===== src/hw/ucode_pkg.sv =====
package ucode_pkg;

   localparam int IADDR_W = 32;

   typedef logic [2:0] prog_sel_t;

   // One row of the micro-program table
   typedef struct packed {
      logic [2:0] size;
      logic       set_d;
      logic       clear_d;
      logic [2:0] op0;
      logic [2:0] op1;
      logic [2:0] op0_reg;
      logic [2:0] op1_reg;
      logic [3:0] alu_op;
      logic [2:0] flag_0;
      logic [2:0] flag_1;
      logic [1:0] stack_op;
      logic       last;
   } ucode_word_t;

   typedef struct packed {
      logic [IADDR_W-1:0] pc;
      prog_sel_t          prog;
      logic [7:0]         modrm;
      logic [7:0]         sib;
      logic [47:0]        imm;
      logic [31:0]        disp;
      logic [2:0]         seg_override;
      logic               seg_override_valid;
      ucode_word_t        base;
   } dec_instr_t;

   // Instruction operands merged with one table row
   typedef struct packed {
      logic [IADDR_W-1:0] pc;
      logic [7:0]         modrm;
      logic [7:0]         sib;
      logic [47:0]        imm;
      logic [31:0]        disp;
      logic [2:0]         seg_override;
      logic               seg_override_valid;
      ucode_word_t        word;
      logic [4:0]         micro_idx;
   } uop_t;

   // Operand kinds
   localparam logic [2:0] K_NO = 3'd0;
   localparam logic [2:0] K_RG = 3'd1;
   localparam logic [2:0] K_MM = 3'd2;
   localparam logic [2:0] K_IM = 3'd3;
   localparam logic [2:0] K_TM = 3'd4;

   // GPR numbers, x86 order
   localparam logic [2:0] R_AX = 3'd0;
   localparam logic [2:0] R_CX = 3'd1;
   localparam logic [2:0] R_SP = 3'd4;
   localparam logic [2:0] R_BP = 3'd5;
   localparam logic [2:0] R_SI = 3'd6;
   localparam logic [2:0] R_DI = 3'd7;

   localparam logic [3:0] A_PS = 4'd0;
   localparam logic [3:0] A_AD = 4'd1;
   localparam logic [3:0] A_SB = 4'd2;
   localparam logic [3:0] A_AN = 4'd3;

   // Flag update groups
   localparam logic [2:0] F_NO = 3'd0;
   localparam logic [2:0] F_AR = 3'd1;
   localparam logic [2:0] F_ZF = 3'd2;
   localparam logic [2:0] F_CF = 3'd3;

   localparam logic [1:0] S_NO = 2'd0;
   localparam logic [1:0] S_PU = 2'd1;
   localparam logic [1:0] S_PO = 2'd2;

   // size, set_d, clear_d, op0, op1, op0_reg, op1_reg, alu, flag_0, flag_1, stack, last
   localparam ucode_word_t UCODE_ROM [32] = '{
      '{3'd4, 1'b0, 1'b0, K_TM, K_MM, R_AX, R_AX, A_PS, F_NO, F_NO, S_NO, 1'b0},
      '{3'd4, 1'b0, 1'b0, K_TM, K_RG, R_AX, R_CX, A_AD, F_AR, F_NO, S_NO, 1'b0},
      '{3'd4, 1'b0, 1'b0, K_MM, K_TM, R_AX, R_AX, A_PS, F_NO, F_NO, S_NO, 1'b0},
      '{3'd4, 1'b0, 1'b0, K_NO, K_NO, R_AX, R_AX, A_PS, F_NO, F_NO, S_NO, 1'b1},
      // Indirect call through memory
      '{3'd4, 1'b0, 1'b0, K_TM, K_MM, R_AX, R_AX, A_PS, F_NO, F_NO, S_NO, 1'b0},
      '{3'd4, 1'b0, 1'b0, K_RG, K_IM, R_SP, R_AX, A_SB, F_NO, F_NO, S_NO, 1'b0},
      '{3'd4, 1'b0, 1'b0, K_MM, K_RG, R_SP, R_BP, A_PS, F_NO, F_NO, S_PU, 1'b0},
      '{3'd4, 1'b0, 1'b0, K_RG, K_RG, R_BP, R_SP, A_PS, F_NO, F_NO, S_NO, 1'b0},
      '{3'd4, 1'b0, 1'b0, K_RG, K_IM, R_SP, R_AX, A_SB, F_NO, F_NO, S_NO, 1'b0},
      '{3'd4, 1'b0, 1'b0, K_NO, K_TM, R_AX, R_AX, A_PS, F_NO, F_NO, S_NO, 1'b1},
      // String compare step
      '{3'd1, 1'b0, 1'b1, K_NO, K_NO, R_AX, R_AX, A_PS, F_NO, F_NO, S_NO, 1'b0},
      '{3'd1, 1'b0, 1'b0, K_TM, K_MM, R_AX, R_SI, A_PS, F_NO, F_NO, S_NO, 1'b0},
      '{3'd1, 1'b0, 1'b0, K_TM, K_MM, R_AX, R_DI, A_SB, F_AR, F_ZF, S_NO, 1'b0},
      '{3'd4, 1'b0, 1'b0, K_RG, K_IM, R_SI, R_AX, A_AD, F_NO, F_NO, S_NO, 1'b0},
      '{3'd4, 1'b0, 1'b0, K_RG, K_IM, R_DI, R_AX, A_AD, F_NO, F_NO, S_NO, 1'b0},
      '{3'd4, 1'b0, 1'b0, K_RG, K_IM, R_CX, R_AX, A_SB, F_ZF, F_NO, S_NO, 1'b0},
      '{3'd1, 1'b1, 1'b0, K_NO, K_NO, R_AX, R_AX, A_PS, F_NO, F_NO, S_NO, 1'b0},
      '{3'd4, 1'b0, 1'b0, K_NO, K_NO, R_AX, R_AX, A_PS, F_NO, F_NO, S_NO, 1'b1},
      // Near return with stack adjust
      '{3'd4, 1'b0, 1'b0, K_TM, K_MM, R_AX, R_SP, A_PS, F_NO, F_NO, S_PO, 1'b0},
      '{3'd4, 1'b0, 1'b0, K_RG, K_IM, R_SP, R_AX, A_AD, F_NO, F_NO, S_NO, 1'b0},
      '{3'd4, 1'b0, 1'b0, K_RG, K_IM, R_SP, R_AX, A_AD, F_NO, F_NO, S_NO, 1'b0},
      '{3'd4, 1'b0, 1'b0, K_TM, K_TM, R_AX, R_AX, A_AN, F_NO, F_NO, S_NO, 1'b0},
      '{3'd4, 1'b0, 1'b0, K_NO, K_TM, R_AX, R_AX, A_PS, F_NO, F_NO, S_NO, 1'b1},
      '0,
      // Frame teardown, shared by selects 4 to 7
      '{3'd4, 1'b0, 1'b0, K_RG, K_RG, R_SP, R_BP, A_PS, F_NO, F_NO, S_NO, 1'b0},
      '{3'd4, 1'b0, 1'b0, K_RG, K_MM, R_BP, R_SP, A_PS, F_NO, F_NO, S_PO, 1'b0},
      '{3'd4, 1'b0, 1'b0, K_RG, K_IM, R_SP, R_AX, A_AD, F_NO, F_NO, S_NO, 1'b0},
      '{3'd2, 1'b0, 1'b0, K_TM, K_NO, R_AX, R_AX, A_PS, F_CF, F_NO, S_NO, 1'b0},
      '{3'd4, 1'b0, 1'b0, K_NO, K_NO, R_AX, R_AX, A_PS, F_NO, F_NO, S_NO, 1'b1},
      '0,
      '0,
      '0
   };

   function automatic logic [4:0] prog_offset(prog_sel_t sel);
      case (sel)
         3'd0:    return 5'd0;
         3'd1:    return 5'd4;
         3'd2:    return 5'd10;
         3'd3:    return 5'd18;
         default: return 5'd24;
      endcase
   endfunction

   function automatic logic [4:0] prog_length(prog_sel_t sel);
      case (sel)
         3'd0:    return 5'd4;
         3'd1:    return 5'd6;
         3'd2:    return 5'd8;
         default: return 5'd5;
      endcase
   endfunction

endpackage


===== src/hw/credit_fifo.sv =====
module credit_fifo #(
   parameter type payload_t = logic,
   parameter int  DEPTH     = 4
) (
   input  logic     clk,
   input  logic     arst_n,
   input  logic     wr_valid,
   input  payload_t wr_data,
   input  logic     pop,
   output logic     rd_valid,
   output payload_t rd_data,
   output logic     credit
);

   localparam int PTR_W = (DEPTH > 1) ? $clog2(DEPTH) : 1;
   localparam int CNT_W = $clog2(DEPTH + 1);

   payload_t         mem [DEPTH];
   logic [PTR_W-1:0] wr_ptr;
   logic [PTR_W-1:0] rd_ptr;
   logic [CNT_W-1:0] fill;
   logic             do_pop;

   function automatic logic [PTR_W-1:0] next_ptr(logic [PTR_W-1:0] ptr);
      if (ptr == PTR_W'(DEPTH - 1)) begin
         return '0;
      end
      return ptr + 1'b1;
   endfunction

   assign rd_valid = fill != '0;
   assign rd_data  = mem[rd_ptr];
   assign do_pop   = pop && rd_valid;

   always_ff @(posedge clk) begin
      if (wr_valid) begin
         mem[wr_ptr] <= wr_data;
      end
   end

   always_ff @(posedge clk or negedge arst_n) begin
      if (!arst_n) begin
         wr_ptr <= '0;
         rd_ptr <= '0;
         fill   <= '0;
      end else begin
         if (wr_valid) begin
            wr_ptr <= next_ptr(wr_ptr);
         end
         if (do_pop) begin
            rd_ptr <= next_ptr(rd_ptr);
         end
         case ({wr_valid, do_pop})
            2'b10:   fill <= fill + 1'b1;
            2'b01:   fill <= fill - 1'b1;
            default: fill <= fill;
         endcase
      end
   end

   // One credit back upstream per freed entry
   always_ff @(posedge clk or negedge arst_n) begin
      if (!arst_n) begin
         credit <= 1'b0;
      end else begin
         credit <= do_pop;
      end
   end

   // Upstream may only write while it holds a credit, so never into a full buffer
   a_no_overflow: assert property (
      @(posedge clk) disable iff (!arst_n)
      wr_valid |-> (fill < DEPTH)
   ) else $error("credit_fifo write while full");

endmodule


===== src/hw/ucode_sequencer.sv =====
module ucode_sequencer #(
   parameter int IADDR_W = ucode_pkg::IADDR_W
) (
   input  logic                  clk,
   input  logic                  arst_n,
   input  logic                  head_valid,
   input  ucode_pkg::dec_instr_t head_instr,
   input  logic                  can_issue,
   output logic                  head_pop,
   output logic                  issue,
   output ucode_pkg::uop_t       issue_uop
);

   import ucode_pkg::*;

   logic [4:0]         micro_count;
   logic [4:0]         micro_length;
   logic [4:0]         micro_offset;
   logic [4:0]         micro_addr;
   logic               pass_thru;
   logic               last_step;
   ucode_word_t        rom_word;
   logic [IADDR_W-1:0] instr_pc;

   if (IADDR_W != ucode_pkg::IADDR_W) begin : g_addr_w_check
      $error("ucode_sequencer IADDR_W differs from the package address width");
   end

   // Select zero is a single pass-through op
   assign pass_thru = head_instr.prog == '0;

   assign micro_length = prog_length(head_instr.prog);
   assign micro_offset = prog_offset(head_instr.prog);
   assign micro_addr   = micro_offset + micro_count;
   assign rom_word     = UCODE_ROM[micro_addr];

   assign last_step = pass_thru || (micro_count == micro_length - 5'd1);

   assign issue    = head_valid && can_issue;
   assign head_pop = issue && last_step;

   // Micro count, back to zero after the last step
   always_ff @(posedge clk or negedge arst_n) begin
      if (!arst_n) begin
         micro_count <= '0;
      end else if (issue) begin
         if (last_step) begin
            micro_count <= '0;
         end else begin
            micro_count <= micro_count + 5'd1;
         end
      end
   end

   assign instr_pc = head_instr.pc;

   // Merge instruction operands with the selected row
   always_comb begin
      issue_uop.pc                 = instr_pc;
      issue_uop.modrm              = head_instr.modrm;
      issue_uop.sib                = head_instr.sib;
      issue_uop.imm                = head_instr.imm;
      issue_uop.disp               = head_instr.disp;
      issue_uop.seg_override       = head_instr.seg_override;
      issue_uop.seg_override_valid = head_instr.seg_override_valid;
      issue_uop.micro_idx          = micro_count;
      if (pass_thru) begin
         issue_uop.word      = head_instr.base;
         // a one-op program always ends on its first op
         issue_uop.word.last = 1'b1;
      end else begin
         issue_uop.word = rom_word;
      end
   end

   // A program in progress keeps its head instruction until the last step
   a_count_in_program: assert property (
      @(posedge clk) disable iff (!arst_n)
      (micro_count != '0) |-> (head_valid && !pass_thru && micro_count < micro_length)
   ) else $error("micro count outside the program at the FIFO head");

   // Table last marker agrees with the program length function
   a_last_matches_length: assert property (
      @(posedge clk) disable iff (!arst_n)
      (issue && !pass_thru) |-> (rom_word.last == last_step)
   ) else $error("table last marker disagrees with prog_length");

endmodule


===== src/hw/credit_sender.sv =====
module credit_sender #(
   parameter int OUT_CREDITS = 3
) (
   input  logic            clk,
   input  logic            arst_n,
   input  logic            issue,
   input  ucode_pkg::uop_t issue_uop,
   input  logic            out_credit,
   output logic            can_issue,
   output logic            out_valid,
   output ucode_pkg::uop_t out_uop
);

   localparam int CNT_W = $clog2(OUT_CREDITS + 1);

   logic [CNT_W-1:0] credit_cnt;

   assign can_issue = credit_cnt != '0;

   // Issue and a returned credit in one cycle cancel
   always_ff @(posedge clk or negedge arst_n) begin
      if (!arst_n) begin
         credit_cnt <= CNT_W'(OUT_CREDITS);
      end else begin
         case ({issue, out_credit})
            2'b10:   credit_cnt <= credit_cnt - 1'b1;
            2'b01:   credit_cnt <= credit_cnt + 1'b1;
            default: credit_cnt <= credit_cnt;
         endcase
      end
   end

   always_ff @(posedge clk or negedge arst_n) begin
      if (!arst_n) begin
         out_valid <= 1'b0;
      end else begin
         out_valid <= issue;
      end
   end

   always_ff @(posedge clk) begin
      if (issue) begin
         out_uop <= issue_uop;
      end
   end

   a_no_credit_overflow: assert property (
      @(posedge clk) disable iff (!arst_n)
      (out_credit && !issue) |-> (credit_cnt < OUT_CREDITS)
   ) else $error("execute stage returned more credits than it was given");

   a_no_credit_underflow: assert property (
      @(posedge clk) disable iff (!arst_n)
      (issue && !out_credit) |-> (credit_cnt != '0)
   ) else $error("micro-op issued with no output credit");

endmodule


===== src/hw/ucode_top.sv =====
module ucode_top #(
   parameter int IADDR_W     = ucode_pkg::IADDR_W,
   parameter int IN_DEPTH    = 4,
   parameter int OUT_CREDITS = 3
) (
   input  logic                  clk,
   input  logic                  arst_n,
   input  logic                  in_valid,
   input  ucode_pkg::dec_instr_t in_instr,
   output logic                  in_credit,
   output logic                  out_valid,
   output ucode_pkg::uop_t       out_uop,
   input  logic                  out_credit
);

   import ucode_pkg::*;

   logic       head_valid;
   dec_instr_t head_instr;
   logic       head_pop;
   logic       can_issue;
   logic       issue;
   uop_t       issue_uop;

   // Decoder side
   credit_fifo #(
      .payload_t (dec_instr_t),
      .DEPTH     (IN_DEPTH)
   ) i_credit_fifo (
      .clk      (clk),
      .arst_n   (arst_n),
      .wr_valid (in_valid),
      .wr_data  (in_instr),
      .pop      (head_pop),
      .rd_valid (head_valid),
      .rd_data  (head_instr),
      .credit   (in_credit)
   );

   ucode_sequencer #(
      .IADDR_W (IADDR_W)
   ) i_ucode_sequencer (
      .clk        (clk),
      .arst_n     (arst_n),
      .head_valid (head_valid),
      .head_instr (head_instr),
      .can_issue  (can_issue),
      .head_pop   (head_pop),
      .issue      (issue),
      .issue_uop  (issue_uop)
   );

   // Execute side
   credit_sender #(
      .OUT_CREDITS (OUT_CREDITS)
   ) i_credit_sender (
      .clk        (clk),
      .arst_n     (arst_n),
      .issue      (issue),
      .issue_uop  (issue_uop),
      .out_credit (out_credit),
      .can_issue  (can_issue),
      .out_valid  (out_valid),
      .out_uop    (out_uop)
   );

endmodule


===== config.mk =====
export PLATFORM = sky130hd
export DESIGN_NAME = ucode_top
export DESIGN_NICKNAME = d
export VERILOG_FILES = /design/src/hw/ucode_pkg.sv /design/src/hw/credit_fifo.sv /design/src/hw/ucode_sequencer.sv /design/src/hw/credit_sender.sv /design/src/hw/ucode_top.sv
export SDC_FILE = /design/constraint.sdc
export NUM_CORES = 1
export LEC_CHECK = 0
export BUFFER_PORTS_ARGS = -buffer_cell sky130_fd_sc_hd__buf_2
export CAP_MARGIN = 20
export CORE_MARGIN = 4
export CORE_UTILIZATION = 55
export DETAILED_ROUTE_END_ITERATION = 6
export PLACE_DENSITY = 0.75
export SLEW_MARGIN = 20
export SYNTH_ARGS = -nofsm -noshare
export SYNTH_HDL_FRONTEND = slang
export SYNTH_HIERARCHICAL = 1
export SYNTH_SLANG_ARGS = --single-unit

===== constraint.sdc =====
create_clock -name clk -period 6.7 [get_ports clk]
set_clock_uncertainty 0.1 [all_clocks]
set_input_delay 1.34 -clock clk [delete_from_list [all_inputs] [get_ports clk]]
set_output_delay 1.34 -clock clk [all_outputs]
set_load 0.005 [all_outputs]

; ---- Word-level counts from Yosys, hierarchy flattened
; Memory sizes are Yosys's and may differ from the RTL's.
; Cells that the tools add are included.
[word_totals]
memories = 2
ram_bits = 660
mem_bits_ro = 960
ff_bits = 183
[classes]
n_mux = 18
n_bitwise = 1
n_addsub = 9
magnitude_cmp = 1
n_reduce_logical = 9
n_eq_ne = 10
[mem_list]
columns = memory, words, word_bits, read_ports, rd_ports_with_merged_regs, wr, line
row1 = (name not given), 32, 30, 1, 0, 0, ucode_sequencer.sv:35  ; assign rom_word = UCODE_ROM[micro_addr];
row2 = i_credit_fifo.mem, 4, 165, 1, 0, 1, credit_fifo.sv:18  ; payload_t mem [DEPTH];
[ops]
columns = cell, n
row1 = $mux 30, 3
row2 = $pmux 5 s4, 1
row3 = $pmux 4 s3, 1
row4 = $eq 2x2->1 const B, 4
row5 = $mux 2, 4
row6 = $add 2x1->2 const B, 3
row7 = $eq 3x2->1 const B, 2
row8 = $ge 6x6->1 const B, 1
row9 = $mux 1, 6
row10 = $not 5->6, 1
row11 = $pmux 3 s2, 1
row12 = $reduce_bool 2->1, 3
row13 = $add 5x1->5 const B, 1
row14 = $add 5x5->5, 1
row15 = $eq 5x5->1, 1
row16 = $mux 5, 1
row17 = $sub 4x1->5 const B, 1
row18 = $eq 2x1->1 const B, 2
row19 = $pmux 2 s2, 1
row20 = $add 3x1->3 const B, 1
row21 = $eq 3x1->1 const B, 1
row22 = $logic_and 1x1->1, 3
row23 = $logic_not 3->1, 1
row24 = $reduce_bool 3->1, 1
row25 = 3 further kinds, 3

; ---- Longest topological paths before layout
; Gate-level depths: netlist of run 1.
; An unclocked memory read counts as a cell.
[logic_depth]
ltp_word = 10
mapped_depth = 16

; ---- Hierarchy
; Netlist of run 1, hierarchy kept.
[by_module_without_submodules]
columns = module, cells_per_inst, seq_area_each_um2, area_each_um2, n_inst
row1 = credit_fifo, 903, 20019.2, 24263.3, 1
row2 = credit_sender, 177, 5092.4, 5144.9, 1
row3 = ucode_sequencer, 347, 125.1, 2472.4, 1

; ---- Worst setup path before layout of run 1
; No wires, ideal clock.
[synth_path]
path_kind = flip-flop to flip-flop
startpoint = reg i_credit_sender.credit_cnt[0]
endpoint = reg i_credit_fifo.fill[2]
arrival_time_ps = 5604
setup_slack_ps = 917
stages_incl_launch_ff = 13
required_ps = 6521
path_buffers = 0
path_cell_list = dfstp_2 > or2_2 > nand2_1 > inv_1 > and2_1 > nand2_1 > inv_1 > ha_1 > inv_1 > fa_1 > xor2_1 > nor2_1 > xor2_1
[synth_between]
elab_chain_cells = 6
[synth_lines]
columns = item, line
row1 = "start, declared", credit_sender.sv:16  ; logic [CNT_W-1:0] credit_cnt;
row2 = "start signal, assigned", credit_sender.sv:23  ; credit_cnt <= CNT_W'(OUT_CREDITS);
row3 = "start signal, assigned", credit_sender.sv:26  ; 2'b10: credit_cnt <= credit_cnt - 1'b1;
row4 = "start signal, assigned", credit_sender.sv:27  ; 2'b01: credit_cnt <= credit_cnt + 1'b1;
row5 = $reduce_bool 2->1 (*), credit_sender.sv:18  ; assign can_issue = credit_cnt != '0;
row6 = named net can_issue, ucode_top.sv:21  ; logic can_issue;
row7 = $logic_and 1x1->1 (*), ucode_sequencer.sv:39  ; assign issue = head_valid && can_issue;
row8 = named net issue, ucode_top.sv:22  ; logic issue;
row9 = $logic_and 1x1->1 (*), ucode_sequencer.sv:40  ; assign head_pop = issue && last_step;
row10 = named net head_pop, ucode_top.sv:20  ; logic head_pop;
row11 = $logic_and 1x1->1 (*), credit_fifo.sv:33  ; assign do_pop = pop && rd_valid;
row12 = named net i_credit_fifo.do_pop, credit_fifo.sv:22  ; logic do_pop;
row13 = $eq 2x1->1 / $eq 2x2->1 (equally long branches), credit_fifo.sv:53  ; case ({wr_valid, do_pop})
row14 = $pmux 3 s2 / $reduce_bool 2->1 (equally long branches), -
row15 = "end signal, assigned", credit_fifo.sv:54  ; 2'b10: fill <= fill + 1'b1;
row16 = "end signal, assigned", credit_fifo.sv:55  ; 2'b01: fill <= fill - 1'b1;
row17 = "end signal, assigned", credit_fifo.sv:56  ; default: fill <= fill;
row18 = "end, declared", credit_fifo.sv:21  ; logic [CNT_W-1:0] fill;
; The timed path passes the listed nets; every way through them passes the cells marked *.
; A chain may end at the register's enable or synchronous reset.

==> results of run 1 <==
[metal layers]
| layer | vias to the layer above | track usage [%] | wire, microns |
|---|---|---|---|
| met5 | - | 0 | 211 |
| met2 | 506 | 31.6 | 29900 |
| li1 | 6211 | - | - |
| met4 | 32 | 5.87 | 1250 |
| met3 | 122 | 7.22 | 6160 |
| met1 | 7394 | 26.8 | 23600 |
[power groups by stage]
| stage | clock network (mW) | logic (mW) | registers [mW] |
|---|---|---|---|
| 3_5_place_dp | 0 | 4.97 | 8.13 |
| 6_report | 4.62 | 4.91 | 8.03 |
| 5_1_grt | 4.97 | 5.36 | 8.14 |
| 3_3_place_gp | 0 | 4.90 | 8.08 |
| 4_1_cts | 4.72 | 5.00 | 8.05 |
| 2_1_floorplan | 0 | 4.08 | 8.16 |
[sequential cells by signal, indices dropped and copies added, names as in the netlist]
register                       cells
i_credit_fifo/credit               1
i_credit_fifo/fill                 3
i_credit_fifo/mem                656
i_credit_fifo/rd_ptr               2
i_credit_fifo/wr_ptr               2
i_credit_sender/credit_cnt         2
i_credit_sender/out_uop          167
i_credit_sender/out_valid          1
i_ucode_sequencer/micro_count      5
[worst paths after layout]
| kind | start | end | slack, ns | cells past startpoint |
|---|---|---|---|---|
| setup / recovery | i_credit_fifo/rd_ptr[0] | i_credit_sender/out_uop[25] | 2.13 | 9 |
| hold / removal | i_credit_fifo/fill[2] | i_credit_fifo/fill[2] | 0.37 | 1 |
| setup reg to reg | i_credit_fifo/rd_ptr[0] | i_credit_sender/out_uop[25] | 2.13 | 9 |
| hold reg to reg | i_credit_fifo/fill[2] | i_credit_fifo/fill[2] | 0.37 | 1 |
| max in group asynchronous | arst_n | i_credit_sender/credit_cnt[1] | 5.63 | 1 |
| min in group asynchronous | arst_n | i_credit_fifo/rd_ptr[1] | 0.55 | 1 |
[cells in the final DEF (no fill, tap or decap), drive strengths merged, types with 2 or more instances in the layout]
master	count
bufinv	9
a31oi	8
or3	3
a21oi	19
nor4b	2
nand2b	2
dfrtp	14
and2	11
buf	355
ha	18
diode	12
and3	3
o211ai	7
nand3	11
dfstp	2
clkinv	29
nand4	3
fa	2
xor2	6
o21ai	15
a211oi	6
o31ai	4
nor3	11
mux2	2
xnor2	7
a21o	3
clkbuf	108
nand2	45
edfxtp	823
a32o	2
nor2	14
clkinvlp	7
inv	16
mux4	164
[per-stage QoR]
step	hold slack [ns]	utilization (%)	total power [mW]	instance area [sq um]	setup WS (ns)
6_report	0.367	63.4	17.6	36000	2.13
5_1_grt	0.379	63.4	18.5	35900	1.80
3_3_place_gp	0.350	58.5	13.0	33200	2.17
2_1_floorplan	0.336	-	12.2	31700	0.917
4_1_cts	0.365	63.4	17.8	35900	2.11
3_5_place_dp	0.358	58.5	13.1	33200	2.13
[area by class of cell]
type	instances	share of cell area, %
Sequential cell	839	69.9
Multi-Input combinational cell	383	14.5
Clock buffer	108	6.18
Timing Repair Buffer	355	5.14
Tap cell	756	2.63
Clock inverter	48	1.43
Inverter	13	0.157
Antenna cell	12	0.0835
[critical path: cells and delay by family (launching register included)]
family,cells,cell delay [ns]
flops,1,0.91
fa+ha+maj,2,1.32
simple gates,2,0.49
mux,1,0.69
compound gates,3,0.34
buf+inv,1,0.43
==> summary.md, run 1 <==
Row generation in the floorplan step produced 87 rows. Buffers inserted during clock tree synthesis total 84. The setup TNS is 0 ns. The run gives 25 as the initial antenna violation count. CTS placed an instance of clkbuf_16 at the clock tree root. The number of levels in the clock H-tree is 3, and the fraction of final layout cells with drive strength greater than 1 is 38.3%.

Port buffer count: 336. Per report_power, the sequential group accounts for 45.8% of the total. The category of the worst setup path capture point was a flip-flop. The total number of vias came out at 14300. Relative to the synthesized area, the layout overhead comes to 13.3%. In this design, the stage delay of the slowest critical-path cell is 1.11 ns. The run gives 0 as the number of resized instances in the post-cts repair step. The number of max-slew violations in the final report is 0. The estimated wirelength of the detail-placed design was 35100 microns; the die span in y was 248 microns. Setup repair after global routing left no endpoint under its margin. The critical path goes through mux4_2 -> and2b_1 -> ha_1 -> fa_1 -> inv_1 -> nor3_1 -> a311oi_1 -> a22oi_1 -> o31ai_1.

The layout has 3797 filler cells. Net switching is 30.1% of the power. The cell count after placement is 2346, and the area taken by flip-flops and latches is 25100 sq um. For this block, the initial DRC count from the detailed router was 951.

TritonCTS built the clock tree. The region available for standard cell placement spans 56700 sq um. The first global-routing pass estimated 92000 microns of wire. Setup violations remaining at the end of the flow were counted as 0.

The logs give 0 for the final hold violation count and 839 for the number of clock sinks seen by CTS. Synthesis handed over a netlist of 1422 instances. The number of setup buffers added after CTS is 0.

The cell area that synthesis handed to floorplanning was 31700 sq um. The logs give 1865 for the net count reported at finish and 12.3 nW for the static leakage power. Once the floorplan was initialized, standard cells occupied 56.0% of the core.

Overall routing resource usage: 20.0%. The internal portion of the total power is 12.3 mW. Dividing the final minimum period by the clock period gives 68.2%. For the via count of the first global-routing pass, the log shows 14800.

The setup path with the least slack is of type reg2reg. The worst setup path is launched from a flip-flop. The overall overflow remaining after global route came out at 0.

The tools report the placer congestion estimate as 0.818. Peak supply drop: 0.542 mV. The floorplan step defined a die boundary enclosing 61600 sq um. The post-route antenna net violation count came out at 0. The final routed DRC violation total is 0, and the number of detailed-routing iterations run before antenna repair is 5.

The die is 248 microns wide. The run finished with clean final reports. The pin count of the biggest net entering global routing was 109. The clock group share of total power was 26.3%; the part of the total power dissipated in combinational logic was 27.9%.

In this run the power density over the cells is 488 nW/um^2. The top-level I/O count was 338. Number of buffers on the longest clock path: 3. The number of hold buffers added after CTS was 0. After detailed routing, the total wire length is 61100 microns. In the final routed layout, each cell accounts on average for 24.3 microns. The worst endpoint data arrival time is 4.79 ns. The min-delay analysis places its worst path in the category reg2reg. For the number of nets produced by synthesis, the log shows 1611.

The via-per-instance ratio is 5.67. The slowest stage of the critical path belongs to the cell fa_1. In this run the worst path has a maximum fanout of 35.

Averaged over all synthesized cells, the footprint is 22.3 sq um. The power dissipated by switching net loads was 5.29 mW; the slew at the pin closest to its max-slew limit was 1.04 ns. The post-route minimum period came out at 4.57 ns. Across the run, the number of max-cap violations was 0. The area of the multi-input gates was 5210 sq um; the final cell count without fillers was 2514.

For the clock network latency to the later pin of the worst-skew pair, the log shows 0.61 ns. Measured against its own limit, the worst slew margin works out to 30.8%. After clock tree synthesis, the clock-pin slew on the worst setup and hold paths is 0.06 ns. For this run, the top clock speed supported by timing is 219 MHz. For the critical path data required time, the log shows 6.92 ns.

Total of warnings raised by yosys: 6.
Power figures use the tool's default switching activity.
==> inputs of run 2 (changes only) <==
--- a/config.mk
+++ b/config.mk
@@ -5,10 +5,11 @@
 export SDC_FILE = /design/constraint.sdc
 export NUM_CORES = 1
 export LEC_CHECK = 0
+export ABC_AREA = 1
 export BUFFER_PORTS_ARGS = -buffer_cell sky130_fd_sc_hd__buf_2
 export CAP_MARGIN = 20
 export CORE_MARGIN = 4
-export CORE_UTILIZATION = 55
+export CORE_UTILIZATION = 53
 export DETAILED_ROUTE_END_ITERATION = 6
 export PLACE_DENSITY = 0.75
 export SLEW_MARGIN = 20
==> constraint.sdc (replaced) <==
create_clock -name clk -period 3.7 [get_ports clk]
set_clock_uncertainty 0.1 [all_clocks]
set_input_delay 0.74 -clock clk [delete_from_list [all_inputs] [get_ports clk]]
set_output_delay 0.74 -clock clk [all_outputs]
set_load 0.005 [all_outputs]
==> summary.md, run 2 <==
During synthesis, Yosys emitted a total of 6 warnings. For the worst-skew pair, the clock arrives at the later sink with an insertion delay of 0.63 ns. Detailed placement finished with a half-perimeter wire length of 42900 microns. At the end of routability-driven placement, the weighted congestion stood at 0.858.

The worst setup path is launched from a flip-flop. Adding up every negative setup slack in the final design gives 0 ns. Relative to the synthesized area, the layout overhead comes to 11.6%. For this run, the detailed router's first-pass iteration total came to 5.

Setup violations remaining at the end of the flow were counted as 0. The tools report the final hold violation count as 0. The share of total power dissipated in combinational logic is 32.7%.

The floorplan has 93 rows. Counting every net in the synthesized netlist gives 2797. The tool flagged a number of max-cap violations equal to 0. Data on the critical path is required at its endpoint by 4.10 ns. The final critical path takes up 85.6% of the cycle. Summing all placed instances gives a cell area of 36400 sq um.

Counting flops per register, the top entry is i_credit_fifo/mem. TritonCTS built the clock tree. CTS placed an instance of clkbuf_16 at the clock tree root. The via count of the first global-routing pass came out at 20300. In this run the remaining antenna-violating nets after routing total 0. Setup repair after global routing left no endpoint under its margin. The post-route minimum period is 3.17 ns.

The per-instance average area after synthesis was 13.4 sq um. The fraction of final layout cells with drive strength greater than 1 is 23.2%. Switching power share of the total: 35.3%. The static leakage power was 15.5 nW.

The sum of routed wire length over all layers is 72300 microns, and the slew at the pin closest to its max-slew limit is 1.18 ns. The total number of vias is 19700, and the area of the die is 70100 sq um. The H-tree was split into 3 levels. The per-cell routed wire length was 19.3 microns; the power per cell area was 859 nW/um^2.

The largest registers in the layout are i_credit_fifo/mem x656, i_credit_sender/out_uop x167, i_ucode_sequencer/micro_count x5. The logs give 23.8% for the clock group share of total power and 0 for the number of buffers added for setup after CTS. The worst setup path is captured at a flip-flop. Along the worst path, the maximum fanout reaches 57. Internal power: 21.7 mW.

The peak supply drop was 0.676 mV; the die span in y was 265 microns. The via-per-instance ratio came out at 5.26. In this run the tool buffered the top-level ports with 336 buffer cells. The first global-routing pass estimated 112000 microns of wire. The die boundary width was 265 microns; the initial antenna violation count was 35. Entering global routing, the biggest net connects 221 pins. Registers are responsible for 43.4% of the overall power. The number of max-slew violations in the final report came out at 0.

CTS saw 839 sinks. Number of buffers on the longest clock path: 3. The path class of the lowest-slack min-delay path was in2reg. The net count reported at finish came out at 2992.

For the number of DRC markers in iteration 0, the log shows 1497. Final hold analysis gives a worst-case slack of 0.217 ns. Across every metal layer, demand over resource in global routing totals 20.4%. The worst setup path is of the reg2reg kind.

The library cell used most frequently in the layout, excluding fill and tap cells, is edfxtp_1. The clock-pin slew of the registers on the worst-case setup and hold paths was 0.06 ns; the number of cells traversed by the worst register-to-register path was 7. Number of cells traversed by the worst hold path: 1. The initial cell density of the core was 53.8%; the TritonCTS buffer count was 84. The top cell types in the final layout, fill and taps aside, are edfxtp_1, nand2_1, inv_1. Measured against its own limit, the worst slew margin works out to 21.5%. The flow ran to the end, and the final reports show no timing, DRC or antenna violations. The area inside the core boundary was 64900 sq um; the flip-flop count of the largest register, all copies and words added was 656.

For this run, the top clock speed supported by timing is 316 MHz. The logs give 338 for the top-level I/O count and 2608 for the cell count after synthesis. Data arrives at the worst endpoint at 3.56 ns. The cell area that synthesis handed to floorplanning was 35000 sq um. For the overall overflow remaining after global route, the log shows 0. The logs give 11.8 mW for the power dissipated by switching net loads and 0 for the final routed DRC violation total. The post-route cell area was 39000 sq um.
[run 2: through the flow]
stage	power [mW]	cells	utilization (%)	worst slack (ns)
finish	33.5	3750	60.1	0.531
global route	35.6	3746	60.1	0.277
CTS	33.8	3725	60.0	0.465
detailed placement	25.8	3571	56.0	0.519
global placement	25.3	3571	56.0	0.510
floorplan	23.7	2608	-	-0.171
[run 2: worst paths after layout]
path | startpoint | end | slack [ns]
setup reg to reg | i_credit_fifo/rd_ptr[1] | i_credit_sender/out_uop[23] | 0.53
max in group asynchronous | arst_n | i_credit_fifo/rd_ptr[0] | 2.68
setup / recovery | i_credit_fifo/rd_ptr[1] | i_credit_sender/out_uop[23] | 0.53
min in group asynchronous | arst_n | i_credit_fifo/wr_ptr[0] | 0.48
hold reg to reg | i_credit_sender/credit_cnt[1] | i_credit_sender/credit_cnt[1] | 0.38
hold / removal | in_instr[142] | i_credit_fifo/mem[2][142] | 0.22
[run 2: layout make-up]
type	count	area (sq um)
timing repair buffer	365	2040
antenna	25	62.6
sequential	839	25100
tap	855	1070
multi-input combinational	1130	6660
clock buffer	105	2220
fill	4828	25900
clock inverter	48	377
inverter	383	1470
[run 2: timing repair]
action,CTS,global route
endpoints found under the hold margin,14,0
hold buffers,1,0
gates resized for setup,0,0
[run 2: critical path: stages (launching register included)]
cell	delay [ns]
dfrtp_4	0.53
inv_8	0.08
buf_4	0.79
buf_4	0.97
o211ai_2	0.21
nand2_1	0.16
nand2_1	0.07
nand2_1	0.09
[run 2: layer usage]
metal | global-route usage, % | wire, microns | share of wire (%)
met1 | 24.8 | 28200 | 39
met2 | 34.9 | 37200 | 51
met3 | 5.07 | 4810 | 6.7
met4 | 9.04 | 1930 | 2.7
met5 | 0 | 103 | 0.14
[run 2: power by group through the flow]
stage | Combinational [mW] | Clock, mW | Sequential, mW
2_1_floorplan | 8.78 | 0 | 14.9
3_3_place_gp | 10.7 | 0 | 14.6
3_5_place_dp | 11.0 | 0 | 14.7
4_1_cts | 11.1 | 8.17 | 14.6
5_1_grt | 12.2 | 8.62 | 14.7
6_report | 11.0 | 7.99 | 14.6
